### config.mk
export PLATFORM = sky130hd
export DESIGN_NAME = gat_aggr_top
export DESIGN_NICKNAME = d
export VERILOG_FILES = /design/src/gat_pkg.sv /design/src/node_info_decoder.sv /design/src/attention_aggregator.sv /design/src/feature_fifo.sv /design/src/feature_controller.sv /design/src/feature_bram.sv /design/src/gat_aggr_top.sv
export SDC_FILE = /design/constraint.sdc
export NUM_CORES = 2
export LEC_CHECK = 0
export BUFFER_PORTS_ARGS = -buffer_cell sky130_fd_sc_hd__buf_2
export CAP_MARGIN = 20
export CORE_MARGIN = 4
export CORE_UTILIZATION = 25
export DETAILED_ROUTE_END_ITERATION = 7
export PLACE_DENSITY_LB_ADDON = 0.25
export REMOVE_ABC_BUFFERS = 1
export SYNTH_ARGS = -nofsm -noshare
export SYNTH_HDL_FRONTEND = slang
export SYNTH_SLANG_ARGS = --single-unit
### constraint.sdc
create_clock -name clk -period 9.38 [get_ports clk]
set_input_delay 1.407 -clock clk [delete_from_list [all_inputs] [get_ports clk]]
set_output_delay 1.407 -clock clk [all_outputs]
set_load 0.02 [all_outputs]
### src/gat_pkg.sv
`default_nettype none

package gat_pkg;

  // ====================================================================
  // Sizes
  // ====================================================================
  localparam int NUM_FEATURE_OUT    = 4;
  localparam int NUM_SUBGRAPHS      = 4;
  localparam int MAX_NODES          = 8;
  localparam int NEW_FEATURE_DEPTH  = NUM_SUBGRAPHS * NUM_FEATURE_OUT;
  localparam int FIFO_DEPTH         = 4;

  // ====================================================================
  // Widths
  // ====================================================================
  // Attention coefficient, unsigned
  localparam int DATA_WIDTH         = 8;
  // Transformed feature lane, signed
  localparam int WH_DATA_WIDTH      = 12;
  // Aggregated output lane, signed
  localparam int NEW_FEATURE_WIDTH  = 32;

  // Must hold MAX_NODES itself
  localparam int NUM_NODE_WIDTH     = $clog2(MAX_NODES + 1);
  localparam int NEW_FEATURE_ADDR_W = $clog2(NEW_FEATURE_DEPTH);
  localparam int CNT_WIDTH          = $clog2(NUM_FEATURE_OUT);

  // FIFO pointer and occupancy widths
  localparam int FIFO_PTR_W         = $clog2(FIFO_DEPTH);
  localparam int FIFO_CNT_W         = $clog2(FIFO_DEPTH + 1);

  // ====================================================================
  // Enums
  // ====================================================================
  typedef enum logic [1:0] {
    OP_WEIGHTED = 2'd0,
    OP_PLAIN    = 2'd1,
    OP_RELU     = 2'd2
  } aggr_op_e;

  typedef enum logic {
    DEC_IDLE    = 1'b0,
    DEC_COLLECT = 1'b1
  } dec_state_e;

endpackage

`default_nettype wire

### src/node_info_decoder.sv
`default_nettype none
`timescale 1ns/100ps

module node_info_decoder (
  input  wire                                                           clk,
  input  wire                                                           rst_n,

  // Subgraph header
  input  wire                                                           hdr_vld,
  input  wire gat_pkg::aggr_op_e                                        hdr_op,
  input  wire [gat_pkg::NUM_NODE_WIDTH-1:0]                             hdr_num_nodes,
  output logic                                                          hdr_rdy,

  // Neighbor stream
  input  wire                                                           nbr_vld,
  input  wire [gat_pkg::DATA_WIDTH-1:0]                                 nbr_alpha,
  input  wire [gat_pkg::NUM_FEATURE_OUT-1:0][gat_pkg::WH_DATA_WIDTH-1:0] nbr_wh,

  input  wire                                                           fifo_full,

  // Beats towards the aggregator
  output logic                                                          beat_vld,
  output logic                                                          beat_first,
  output logic                                                          beat_last,
  output gat_pkg::aggr_op_e                                             beat_op,
  output logic [gat_pkg::DATA_WIDTH-1:0]                                alpha,
  output logic [gat_pkg::NUM_FEATURE_OUT-1:0][gat_pkg::WH_DATA_WIDTH-1:0] wh
);

  import gat_pkg::*;

  dec_state_e                state_q;
  aggr_op_e                  op_q;
  logic [NUM_NODE_WIDTH-1:0] num_q;
  logic [NUM_NODE_WIDTH-1:0] cnt_q;
  logic                      hdr_acc;

  // No new subgraph while one is collecting or the FIFO has no room
  assign hdr_rdy = (state_q == DEC_IDLE) && !fifo_full;
  assign hdr_acc = hdr_vld && hdr_rdy;

  // Stray beats outside a subgraph are dropped here
  assign beat_vld   = nbr_vld && (state_q == DEC_COLLECT);
  assign beat_first = beat_vld && (cnt_q == '0);
  assign beat_last  = beat_vld && ((cnt_q + 1'b1) == num_q);
  assign beat_op    = op_q;
  assign alpha      = nbr_alpha;
  assign wh         = nbr_wh;

  always_ff @(posedge clk or negedge rst_n) begin
    if (!rst_n) begin
      state_q <= DEC_IDLE;
      op_q    <= OP_WEIGHTED;
      num_q   <= '0;
      cnt_q   <= '0;
    end else begin
      case (state_q)
        DEC_IDLE: begin
          if (hdr_acc) begin
            op_q    <= hdr_op;
            num_q   <= hdr_num_nodes;
            cnt_q   <= '0;
            state_q <= DEC_COLLECT;
          end
        end
        DEC_COLLECT: begin
          if (beat_last) begin
            cnt_q   <= '0;
            state_q <= DEC_IDLE;
          end else if (beat_vld) begin
            cnt_q   <= cnt_q + 1'b1;
          end
        end
        default: state_q <= DEC_IDLE;
      endcase
    end
  end

endmodule

`default_nettype wire

### src/attention_aggregator.sv
`default_nettype none
`timescale 1ns/100ps

module attention_aggregator (
  input  wire                                                             clk,
  input  wire                                                             rst_n,

  input  wire                                                             beat_vld,
  input  wire                                                             beat_first,
  input  wire                                                             beat_last,
  input  wire gat_pkg::aggr_op_e                                          beat_op,
  input  wire [gat_pkg::DATA_WIDTH-1:0]                                   alpha,
  input  wire [gat_pkg::NUM_FEATURE_OUT-1:0][gat_pkg::WH_DATA_WIDTH-1:0]  wh,

  output logic [gat_pkg::NUM_FEATURE_OUT-1:0][gat_pkg::NEW_FEATURE_WIDTH-1:0] new_feat,
  output logic                                                            new_feat_vld
);

  import gat_pkg::*;

  // Coefficient with a zero sign bit so the product stays signed
  logic signed [DATA_WIDTH:0]        coef;

  logic signed [NEW_FEATURE_WIDTH-1:0] acc_q [NUM_FEATURE_OUT];
  logic signed [NEW_FEATURE_WIDTH-1:0] prod  [NUM_FEATURE_OUT];
  logic signed [NEW_FEATURE_WIDTH-1:0] sum   [NUM_FEATURE_OUT];
  logic signed [NEW_FEATURE_WIDTH-1:0] res   [NUM_FEATURE_OUT];

  // ====================================================================
  // Coefficient select
  // ====================================================================
  always_comb begin
    case (beat_op)
      OP_WEIGHTED: coef = $signed({1'b0, alpha});
      OP_PLAIN:    coef = 9'sd1;
      OP_RELU:     coef = $signed({1'b0, alpha});
      default:     coef = $signed({1'b0, alpha});
    endcase
  end

  // ====================================================================
  // Per-lane multiply-accumulate and post-processing
  // ====================================================================
  always_comb begin
    for (int i = 0; i < NUM_FEATURE_OUT; i++) begin
      prod[i] = coef * $signed(wh[i]);
      // First beat of a subgraph restarts the sum
      sum[i]  = beat_first ? prod[i] : (acc_q[i] + prod[i]);
      if ((beat_op == OP_RELU) && sum[i][NEW_FEATURE_WIDTH-1]) begin
        res[i] = '0;
      end else begin
        res[i] = sum[i];
      end
    end
  end

  always_ff @(posedge clk) begin
    if (beat_vld) begin
      for (int i = 0; i < NUM_FEATURE_OUT; i++) begin
        acc_q[i] <= sum[i];
      end
    end
  end

  // Result vector, captured on the last beat
  always_ff @(posedge clk) begin
    if (beat_vld && beat_last) begin
      for (int i = 0; i < NUM_FEATURE_OUT; i++) begin
        new_feat[i] <= res[i];
      end
    end
  end

  always_ff @(posedge clk or negedge rst_n) begin
    if (!rst_n) begin
      new_feat_vld <= 1'b0;
    end else begin
      new_feat_vld <= beat_vld && beat_last;
    end
  end

endmodule

`default_nettype wire

### src/feature_fifo.sv
`default_nettype none
`timescale 1ns/100ps

module feature_fifo (
  input  wire                                                                 clk,
  input  wire                                                                 rst_n,
  input  wire [gat_pkg::NUM_FEATURE_OUT-1:0][gat_pkg::NEW_FEATURE_WIDTH-1:0]  din,
  input  wire                                                                 wr_vld,
  input  wire                                                                 rd_vld,
  output logic [gat_pkg::NUM_FEATURE_OUT-1:0][gat_pkg::NEW_FEATURE_WIDTH-1:0] dout,
  output logic                                                                empty,
  output logic                                                                full
);

  import gat_pkg::*;

  logic [NUM_FEATURE_OUT-1:0][NEW_FEATURE_WIDTH-1:0] mem [FIFO_DEPTH];

  logic [FIFO_PTR_W-1:0] wr_ptr_q;
  logic [FIFO_PTR_W-1:0] rd_ptr_q;
  logic [FIFO_CNT_W-1:0] count_q;
  logic                  wr_en;
  logic                  rd_en;

  assign empty = (count_q == '0);
  assign full  = (count_q == FIFO_CNT_W'(FIFO_DEPTH));

  // Pushes to a full FIFO and pops from an empty one are ignored
  assign wr_en = wr_vld && !full;
  assign rd_en = rd_vld && !empty;

  // Head entry, visible without a read
  assign dout = mem[rd_ptr_q];

  always_ff @(posedge clk) begin
    if (wr_en) begin
      mem[wr_ptr_q] <= din;
    end
  end

  always_ff @(posedge clk or negedge rst_n) begin
    if (!rst_n) begin
      wr_ptr_q <= '0;
      rd_ptr_q <= '0;
      count_q  <= '0;
    end else begin
      if (wr_en) begin
        wr_ptr_q <= wr_ptr_q + 1'b1;
      end
      if (rd_en) begin
        rd_ptr_q <= rd_ptr_q + 1'b1;
      end
      case ({wr_en, rd_en})
        2'b10:   count_q <= count_q + 1'b1;
        2'b01:   count_q <= count_q - 1'b1;
        default: count_q <= count_q;
      endcase
    end
  end

endmodule

`default_nettype wire

### src/feature_controller.sv
`default_nettype none
`timescale 1ns/100ps

module feature_controller (
  input  wire                                                                clk,
  input  wire                                                                rst_n,

  input  wire [gat_pkg::NUM_FEATURE_OUT-1:0][gat_pkg::NEW_FEATURE_WIDTH-1:0] new_feat,
  input  wire                                                                new_feat_vld,

  output logic                                                               fifo_full,

  // New-feature memory write port
  output logic [gat_pkg::NEW_FEATURE_ADDR_W-1:0]                             feat_bram_addra,
  output logic [gat_pkg::NEW_FEATURE_WIDTH-1:0]                              feat_bram_din,
  output logic                                                               feat_bram_ena,

  output logic                                                               new_feat_rdy,
  output logic                                                               gat_ready
);

  import gat_pkg::*;

  logic [NUM_FEATURE_OUT-1:0][NEW_FEATURE_WIDTH-1:0] ff_dout;
  logic [NUM_FEATURE_OUT-1:0][NEW_FEATURE_WIDTH-1:0] vec;
  logic [NUM_FEATURE_OUT-1:0][NEW_FEATURE_WIDTH-1:0] vec_q;
  logic                                              ff_empty;
  logic                                              ff_rd;

  logic [CNT_WIDTH-1:0]          lane_cnt_q;
  logic [CNT_WIDTH-1:0]          lane_sel;
  logic [NEW_FEATURE_ADDR_W-1:0] addr_q;
  logic                          last_lane;

  feature_fifo u_feature_fifo (
    .clk    (clk),
    .rst_n  (rst_n),
    .din    (new_feat),
    .wr_vld (new_feat_vld),
    .rd_vld (ff_rd),
    .dout   (ff_dout),
    .empty  (ff_empty),
    .full   (fifo_full)
  );

  // ====================================================================
  // Pop and lane serialization
  // ====================================================================
  assign ff_rd = (lane_cnt_q == '0) && !ff_empty;

  // Lane 0 of a vector comes straight from the FIFO head
  assign vec = ff_rd ? ff_dout : vec_q;

  assign feat_bram_ena = ff_rd || (lane_cnt_q != '0);
  assign last_lane     = feat_bram_ena && (lane_cnt_q == CNT_WIDTH'(NUM_FEATURE_OUT - 1));

  // Highest lane goes to the lowest address
  assign lane_sel        = CNT_WIDTH'(NUM_FEATURE_OUT - 1) - lane_cnt_q;
  assign feat_bram_din   = vec[lane_sel];
  assign feat_bram_addra = addr_q;

  always_ff @(posedge clk) begin
    if (ff_rd) begin
      vec_q <= ff_dout;
    end
  end

  always_ff @(posedge clk or negedge rst_n) begin
    if (!rst_n) begin
      lane_cnt_q <= '0;
      addr_q     <= '0;
    end else if (feat_bram_ena) begin
      addr_q <= addr_q + 1'b1;
      if (last_lane) begin
        lane_cnt_q <= '0;
      end else begin
        lane_cnt_q <= lane_cnt_q + 1'b1;
      end
    end
  end

  // ====================================================================
  // Status
  // ====================================================================
  always_ff @(posedge clk or negedge rst_n) begin
    if (!rst_n) begin
      new_feat_rdy <= 1'b0;
      gat_ready    <= 1'b0;
    end else begin
      new_feat_rdy <= last_lane;
      // Sticky once the final word is in memory
      if (feat_bram_ena && (addr_q == NEW_FEATURE_ADDR_W'(NEW_FEATURE_DEPTH - 1))) begin
        gat_ready <= 1'b1;
      end
    end
  end

endmodule

`default_nettype wire

### src/feature_bram.sv
`default_nettype none
`timescale 1ns/100ps

module feature_bram (
  input  wire                                     clk,

  // Write port
  input  wire                                     wea,
  input  wire [gat_pkg::NEW_FEATURE_ADDR_W-1:0]   addra,
  input  wire [gat_pkg::NEW_FEATURE_WIDTH-1:0]    dina,

  // Registered read port
  input  wire [gat_pkg::NEW_FEATURE_ADDR_W-1:0]   rd_addr,
  output logic [gat_pkg::NEW_FEATURE_WIDTH-1:0]   rd_data
);

  import gat_pkg::*;

  logic [NEW_FEATURE_WIDTH-1:0] mem [NEW_FEATURE_DEPTH];

  always_ff @(posedge clk) begin
    if (wea) begin
      mem[addra] <= dina;
    end
  end

  always_ff @(posedge clk) begin
    rd_data <= mem[rd_addr];
  end

endmodule

`default_nettype wire

### src/gat_aggr_top.sv
`default_nettype none
`timescale 1ns/100ps

module gat_aggr_top (
  input  wire                                                            clk,
  input  wire                                                            rst_n,

  // Subgraph header
  input  wire                                                            hdr_vld,
  input  wire gat_pkg::aggr_op_e                                         hdr_op,
  input  wire [gat_pkg::NUM_NODE_WIDTH-1:0]                              hdr_num_nodes,
  output logic                                                           hdr_rdy,

  // Neighbor stream
  input  wire                                                            nbr_vld,
  input  wire [gat_pkg::DATA_WIDTH-1:0]                                  nbr_alpha,
  input  wire [gat_pkg::NUM_FEATURE_OUT-1:0][gat_pkg::WH_DATA_WIDTH-1:0] nbr_wh,

  // Memory read-back
  input  wire [gat_pkg::NEW_FEATURE_ADDR_W-1:0]                          rd_addr,
  output logic [gat_pkg::NEW_FEATURE_WIDTH-1:0]                          rd_data,

  output logic                                                           gat_ready
);

  import gat_pkg::*;

  // Decoder to aggregator
  logic                                        beat_vld;
  logic                                        beat_first;
  logic                                        beat_last;
  aggr_op_e                                    beat_op;
  logic [DATA_WIDTH-1:0]                       alpha;
  logic [NUM_FEATURE_OUT-1:0][WH_DATA_WIDTH-1:0] wh;

  // Aggregator to controller
  logic [NUM_FEATURE_OUT-1:0][NEW_FEATURE_WIDTH-1:0] new_feat;
  logic                                              new_feat_vld;

  // Controller to memory and decoder
  logic                          fifo_full;
  logic [NEW_FEATURE_ADDR_W-1:0] feat_bram_addra;
  logic [NEW_FEATURE_WIDTH-1:0]  feat_bram_din;
  logic                          feat_bram_ena;
  logic                          new_feat_rdy;

  node_info_decoder u_node_info_decoder (
    .clk           (clk),
    .rst_n         (rst_n),
    .hdr_vld       (hdr_vld),
    .hdr_op        (hdr_op),
    .hdr_num_nodes (hdr_num_nodes),
    .hdr_rdy       (hdr_rdy),
    .nbr_vld       (nbr_vld),
    .nbr_alpha     (nbr_alpha),
    .nbr_wh        (nbr_wh),
    .fifo_full     (fifo_full),
    .beat_vld      (beat_vld),
    .beat_first    (beat_first),
    .beat_last     (beat_last),
    .beat_op       (beat_op),
    .alpha         (alpha),
    .wh            (wh)
  );

  attention_aggregator u_attention_aggregator (
    .clk          (clk),
    .rst_n        (rst_n),
    .beat_vld     (beat_vld),
    .beat_first   (beat_first),
    .beat_last    (beat_last),
    .beat_op      (beat_op),
    .alpha        (alpha),
    .wh           (wh),
    .new_feat     (new_feat),
    .new_feat_vld (new_feat_vld)
  );

  feature_controller u_feature_controller (
    .clk             (clk),
    .rst_n           (rst_n),
    .new_feat        (new_feat),
    .new_feat_vld    (new_feat_vld),
    .fifo_full       (fifo_full),
    .feat_bram_addra (feat_bram_addra),
    .feat_bram_din   (feat_bram_din),
    .feat_bram_ena   (feat_bram_ena),
    .new_feat_rdy    (new_feat_rdy),
    .gat_ready       (gat_ready)
  );

  feature_bram u_feature_bram (
    .clk     (clk),
    .wea     (feat_bram_ena),
    .addra   (feat_bram_addra),
    .dina    (feat_bram_din),
    .rd_addr (rd_addr),
    .rd_data (rd_data)
  );

endmodule

`default_nettype wire

Word-level counts from Yosys, hierarchy flattened
Memories as Yosys holds them, arrays and structs flattened. A register that Yosys moved wholly into a read port is not among the register bits.
Index checks and enable logic that the tools add are counted.
{ "word_totals": {"register_bits": 282, "mem_bits_rw": 1152, "input_bits": 70, "out_inout_bits": 34, "wordCells": 98, "memories": 3} }
{ "memory_table": {"columns": ["name", "depth", "width", "rd", "rd_clocked_by_memory_dff", "write_ports", "line_no", "rtl"], "rows": [
  ["u_feature_bram.mem", 16, 32, 1, 1, 1, "feature_bram.sv:19", "logic [NEW_FEATURE_WIDTH-1:0] mem [NEW_FEATURE_DEPTH];"],
  ["u_feature_controller.u_feature_fifo.mem", 4, 128, 1, 0, 1, "feature_fifo.sv:17", "logic [NUM_FEATURE_OUT-1:0][NEW_FEATURE_WIDTH-1:0] mem [FIFO_DEPTH];"],
  ["u_attention_aggregator.acc_q", 4, 32, 4, 0, 4, "attention_aggregator.sv:24", "logic signed [NEW_FEATURE_WIDTH-1:0] acc_q [NUM_FEATURE_OUT];"]
]} }
{ "classes": {"n_addsub": 12, "n_mul": 4, "magnitude_cmp": 1, "n_eq_ne": 10, "mux": 23, "bitwise_logic": 1, "n_reduce_logical": 25} }
{ "op_table": {"columns": ["cell", "n"], "rows": [
  ["32-bit 2-to-1 mux", 5],
  ["32-bit adder", 4],
  ["128-bit 2-to-1 mux", 1],
  ["9-bit by 12-bit multiplier with 21-bit output", 4],
  ["32-bit binary-select mux with 2-bit select", 1],
  ["1-bit logical AND", 15],
  ["4-bit 2-to-1 mux", 3],
  ["4-bit by 1-bit adder with 4-bit output (second input constant)", 2],
  ["1-bit 2-to-1 mux", 8],
  ["8-bit 2-to-1 mux", 1],
  ["4-bit one-hot mux with 2 select lines", 1],
  ["2-bit by 1-bit adder with 2-bit output (second input constant)", 3],
  ["2-bit equality test (second input constant)", 3],
  ["3-bit one-hot mux with 2 select lines", 1],
  ["2-bit by 1-bit equality test with 1-bit output (second input constant)", 2],
  ["4-bit equality test", 1],
  ["4-bit equality test (second input constant)", 1],
  ["4-bit logical NOT", 1],
  ["2-bit AND reduction", 2],
  ["2-bit nonzero test", 2],
  ["3-bit by 1-bit adder with 3-bit output (second input constant)", 1],
  ["3-bit equality test (second input constant)", 1],
  ["3-bit logical NOT", 1],
  ["2-bit by 3-bit less-than comparator with 1-bit output (second input constant)", 1],
  ["other kinds (10)", 11]
]} }

Logic depth before layout (Yosys ltp)
{ "depth": {"word_depth": 6, "mapped_depth": 35, "depth_no_buf": 31} }

Modules after synthesis
A second synthesis with hierarchy kept.
{ "hier_totals": {"cells_unflattened": 5312, "hier_area_um2": 76454.6} }
{ "by_module_without_submodules": {"columns": ["mod", "n_inst", "cells_each", "area_each_um2", "seq_area_each_um2"], "rows": [
  ["attention_aggregator", 1, 3311, 31041.0, 7712.4],
  ["feature_bram", 1, 838, 19854.0, 16015.4],
  ["feature_fifo", 1, 706, 18885.6, 15549.9],
  ["feature_controller", 1, 338, 5666.7, 2762.6],
  ["node_info_decoder", 1, 119, 1007.2, 275.3]
]} }

Worst setup path before layout
OpenSTA, ideal clock, no wires.
{ "synth_path": {"kind": "input to register", "from": "input nbr_alpha[0] in the netlist's numbering", "to": "register u_attention_aggregator.new_feat[11] in the netlist's numbering, data pin", "setup_time_ns": 0.268, "arrival_time_ns": 8.533, "required_time_ns": 9.112, "slack_ns": 0.578, "path_stages": 30, "path_buffers": 4, "cell_sequence": "nand2b_1 clkbuf_1 clkbuf_1 nand2_1 fa_1 fa_1 inv_1 fa_1 inv_1 fa_1 inv_1 ha_1 a21o_1 or2_2 a41oi_1 nor3_1 a311oi_2 inv_1 ha_1 clkbuf_1 a21oi_1 nor2b_1 o21a_1 or3b_1 or2_2 nor3_2 o21ai_0 a21oi_1 clkbuf_1 nor3b_1"} }
{ "synth_between": {"elab_chain_cells": 5} }
{ "synth_rtl": {"columns": ["item", "line_no", "rtl"], "rows": [
  ["from (decl)", "gat_aggr_top.sv:16", "input wire [gat_pkg::DATA_WIDTH-1:0] nbr_alpha,"],
  ["8-bit 2-to-1 mux (*)", "attention_aggregator.sv:33", "case (beat_op)"],
  ["9-bit by 12-bit multiplier with 21-bit output (*)", "attention_aggregator.sv:46", "prod[i] = coef * $signed(wh[i]);"],
  ["32-bit adder", "attention_aggregator.sv:48", "sum[i] = beat_first ? prod[i] : (acc_q[i] + prod[i]);"],
  ["32-bit 2-to-1 mux (*)", "attention_aggregator.sv:48", null],
  ["1-bit logical AND", "attention_aggregator.sv:49", "if ((beat_op == OP_RELU) && sum[i][NEW_FEATURE_WIDTH-1]) begin"],
  ["to (signal, indexed assignment)", "attention_aggregator.sv:69", "new_feat[i] <= res[i];"],
  ["to (decl)", "attention_aggregator.sv:15", "output logic [gat_pkg::NUM_FEATURE_OUT-1:0][gat_pkg::NEW_FEATURE_WIDTH-1:0] new_feat,"]
]} }
Every way passes the cells marked *; elsewhere a longest branch is shown, timed or not.
A chain may end at the register's enable or synchronous reset.

Worst setup path after layout
{ "layout_path": {"from": "register u_node_info_decoder.op_q[1] (netlist: u_node_info_decoder.beat_op[1])", "to": "register u_attention_aggregator.new_feat[19] in the netlist's numbering, data pin"} }
{ "layout_between": {"elab_chain_cells": 6, "word_cells_on_any_way": 7, "classes_between": "add/sub: 1; mul: 1; eq/ne: 2; mux: 2; reduce/logical: 1"} }
{ "layout_rtl": {"columns": ["item", "line_no", "rtl"], "rows": [
  ["from (decl)", "node_info_decoder.sv:33", "aggr_op_e op_q;"],
  ["from (signal assigned)", "node_info_decoder.sv:60", "op_q <= hdr_op;"],
  ["2-bit by 1-bit equality test with 1-bit output", "attention_aggregator.sv:33", null],
  ["8-bit 2-to-1 mux", "attention_aggregator.sv:33", null],
  ["9-bit by 12-bit multiplier with 21-bit output", "attention_aggregator.sv:46", null],
  ["32-bit adder", "attention_aggregator.sv:48", null],
  ["32-bit 2-to-1 mux", "attention_aggregator.sv:48", null],
  ["1-bit logical AND", "attention_aggregator.sv:49", null]
]} }
Parallel ways exist; a longest one is shown, timed or not.

==> metrics.csv <==
metric,value,unit
status,"complete, no violations",
YS warnings,0,
CTS Buffer Depth,3,
via/cell ratio,4.51,
die area,312000,um2
Slew Limit Fails,0,
FILL cells,30300,
HPWL Detailed,130000,um
final hold violations,0,
"Hold-fix buffers, CTS",0,
cells after synthesis,5283,
R2R Setup Slk,0.57,ns
final setup margin,0.570,ns
"Slowest-stage cell, CP",fa_1,
global-route wire length before repair,291000,um
unrepaired setup endpoints after global routing,no,
# DRC,0,
Max Clk Rate,0.114,GHz
post-synthesis sequential area ratio,55.8,%
CTS H-tree lvls,4,
Max-Cap Viols,0,
Tcrit/Tclk final,93.9,%
"commonest non-fill, non-tap cells in the layout","edfxtp_1 (1280), inv_1 (553), nand2_1 (376)",
"Clk pin slew, worst setup/hold paths",0.06,ns
layout cells sized above 1,17.4,%
minimum clock period,8.81,ns
Seq cells post-synth,1466,
Async SR Flop Fraction,1.77,%
number of global-route vias before repair,45000,
routed via count,43000,
Clock Latency Late Sink,0.79,ns
worst hold start,u_feature_controller.gat_ready,
TritonCTS Buffers,161,
Root Buffer,clkbuf_16,
number of DRC markers in iteration 0,2656,
final instance area,86700,um2
Initial Util,25.2,%
gr usage total,12.2,%
clk_skew,0.0367,ns
"worst slack, placed",-0.121,ns
Post-DRT Antenna Nets,0,
die width,559,um
Mapped Avg Cell Area,14.3,um2
"Cell Area, Placed",81600,um2
reg2reg end,u_attention_aggregator.new_feat[19],
Total Wirelength,191000,um
Worst EP required,9.88,ns
worst min path class,reg -> reg,
post-CTS setup buffer count,0,
CP Max Fanout,20,
Synth cell types,87,
Fin Setup TNS,0,ns
worst r2r src,u_node_info_decoder.beat_op[1],
Worst-Margin Slew,1.05,ns
drt first pass iters,5,
cts repair resizes,0,
CTS tree,done,
Die H,559,um
# nets final,6130,
IO Pins,104,
maximum number of pins on one net before global-route repair,136,
GRT overflow,0,
CP top delay family,simple AND/OR/NAND/NOR gates,
Setup-failing EPs final,0,
number of port buffers,103,
"commonest non-fill, non-tap cell in the layout",edfxtp_1,
initial antenna violation count,6,
max incr delay on CP,0.55,ns
"EDFF count, synth",1280,
ys flop type,edfxtp_1,
kind of critical path,reg -> reg,
"Arr. time, crit path",9.31,ns
Area Growth Syn to Fin,14.4,%
Hold Crit Depth,1,
Placement Rows,201,
Wirelength per Cell,20.1,um
GPL Wtd Cong,0.801,
slew margin rel.,30.0,%
Hold Path End,u_feature_controller.gat_ready,
Synth Cell Area,75800,um2
CP Capture Type,flip-flop,
type of origin of the critical path,flip-flop,
FF-to-FF path depth,31,
core box area,301000,um2
Buf/Inv on CP,8,
Num Clock Sinks,1466,
## cells by family after synthesis
logic type	Yosys count	share of synthesized area, %
flops	1466	55.8
xor+xnor	174	2.01
simple gates	1049	6.87
fa+ha+maj	622	13.4
mux	486	11.9
compound gates	699	6.04
buf+inv	787	3.96
## layer usage
| layer | track usage, % | share of wire, % |
|---|---|---|
| met5 | 0 | 0 |
| met4 | 2.39 | 1.5 |
| met3 | 1.69 | 3.8 |
| met2 | 19.5 | 46 |
| met1 | 17.8 | 49 |
## final cells by class
class,count,area (um2),area share (%)
flip-flops and latches,1466,42300,48.8
well taps,3958,4950,5.71
diodes,3,7.51,0.00866
repair buffers,221,1530,1.76
multi-input cells,3030,30700,35.4
inverters,558,2110,2.43
clock buffers,229,4420,5.09
clock inverters,68,732,0.844
## registers in the layout, indices dropped and copies added, names as in the netlist, 32 cells and up
| register | cells |
|---|---|
| u_feature_bram.mem | 512 |
| u_feature_controller.vec_q | 128 |
| u_attention_aggregator.new_feat | 128 |
| u_feature_bram.rd_data | 32 |
| u_feature_controller.u_feature_fifo.mem | 512 |
| u_attention_aggregator.acc_q | 128 |
## worst max-delay path by stage
stage,from,end,slack [ns],depth (start not counted)
after floorplan,u_node_info_decoder.beat_op[1],u_attention_aggregator.new_feat[11],-2.52,27
after global placement,nbr_alpha[5],u_attention_aggregator.new_feat[19],-0.1,31
after detailed placement,nbr_alpha[5],u_attention_aggregator.new_feat[19],-0.12,31
after CTS,u_node_info_decoder.beat_op[1],u_attention_aggregator.new_feat[19],0.40,31
after global routing,u_node_info_decoder.beat_op[1],u_attention_aggregator.new_feat[19],0.08,31
final,u_node_info_decoder.beat_op[1],u_attention_aggregator.new_feat[19],0.57,31
## synth_stat cells (all sizes together) (7+ instances only)
cell type | instances | area, um2
edfxtp | 1280 | 38400
inv | 557 | 2090
nand2 | 377 | 1420
mux4 | 320 | 7210
fa | 317 | 6350
ha | 305 | 3820
a21oi | 217 | 1090
and3 | 216 | 1350
clkbuf | 187 | 702
dfxtp | 160 | 3200
nor2 | 157 | 589
mux2 | 140 | 1580
xnor2 | 131 | 1150
o21ai | 105 | 526
a21o | 92 | 691
nor3 | 64 | 337
a211oi | 47 | 368
nand3 | 46 | 230
a21boi | 44 | 342
xor2 | 43 | 377
buf | 42 | 203
and2 | 41 | 257
o21bai | 37 | 278
nor3b | 30 | 225
nand2b | 27 | 169
dfrtp | 26 | 651
mux2i | 26 | 260
o21a | 22 | 165
a31oi | 20 | 125
nand4 | 20 | 125
nor2b | 19 | 119
o211ai | 18 | 135
o31ai | 14 | 105
or2 | 12 | 75.1
or3 | 11 | 68.8
a41oi | 9 | 78.8
a211o | 8 | 70.1
and4 | 8 | 70.1
nor4 | 8 | 56.3
a2111oi | 7 | 61.3
## through the flow
stage	std cells	util [%]	hold WS, ns
6_report	9533	28.8	0.463
4_1_cts	9530	28.8	0.471
2_1_floorplan	5054	-	0.447
5_1_grt	9531	28.8	0.487
3_5_place_dp	9233	27.1	0.462
3_3_place_gp	9232	27.1	0.457
Power is not shown: default switching activity piles up to over one toggle a cycle in this logic, so the estimate is an artifact.
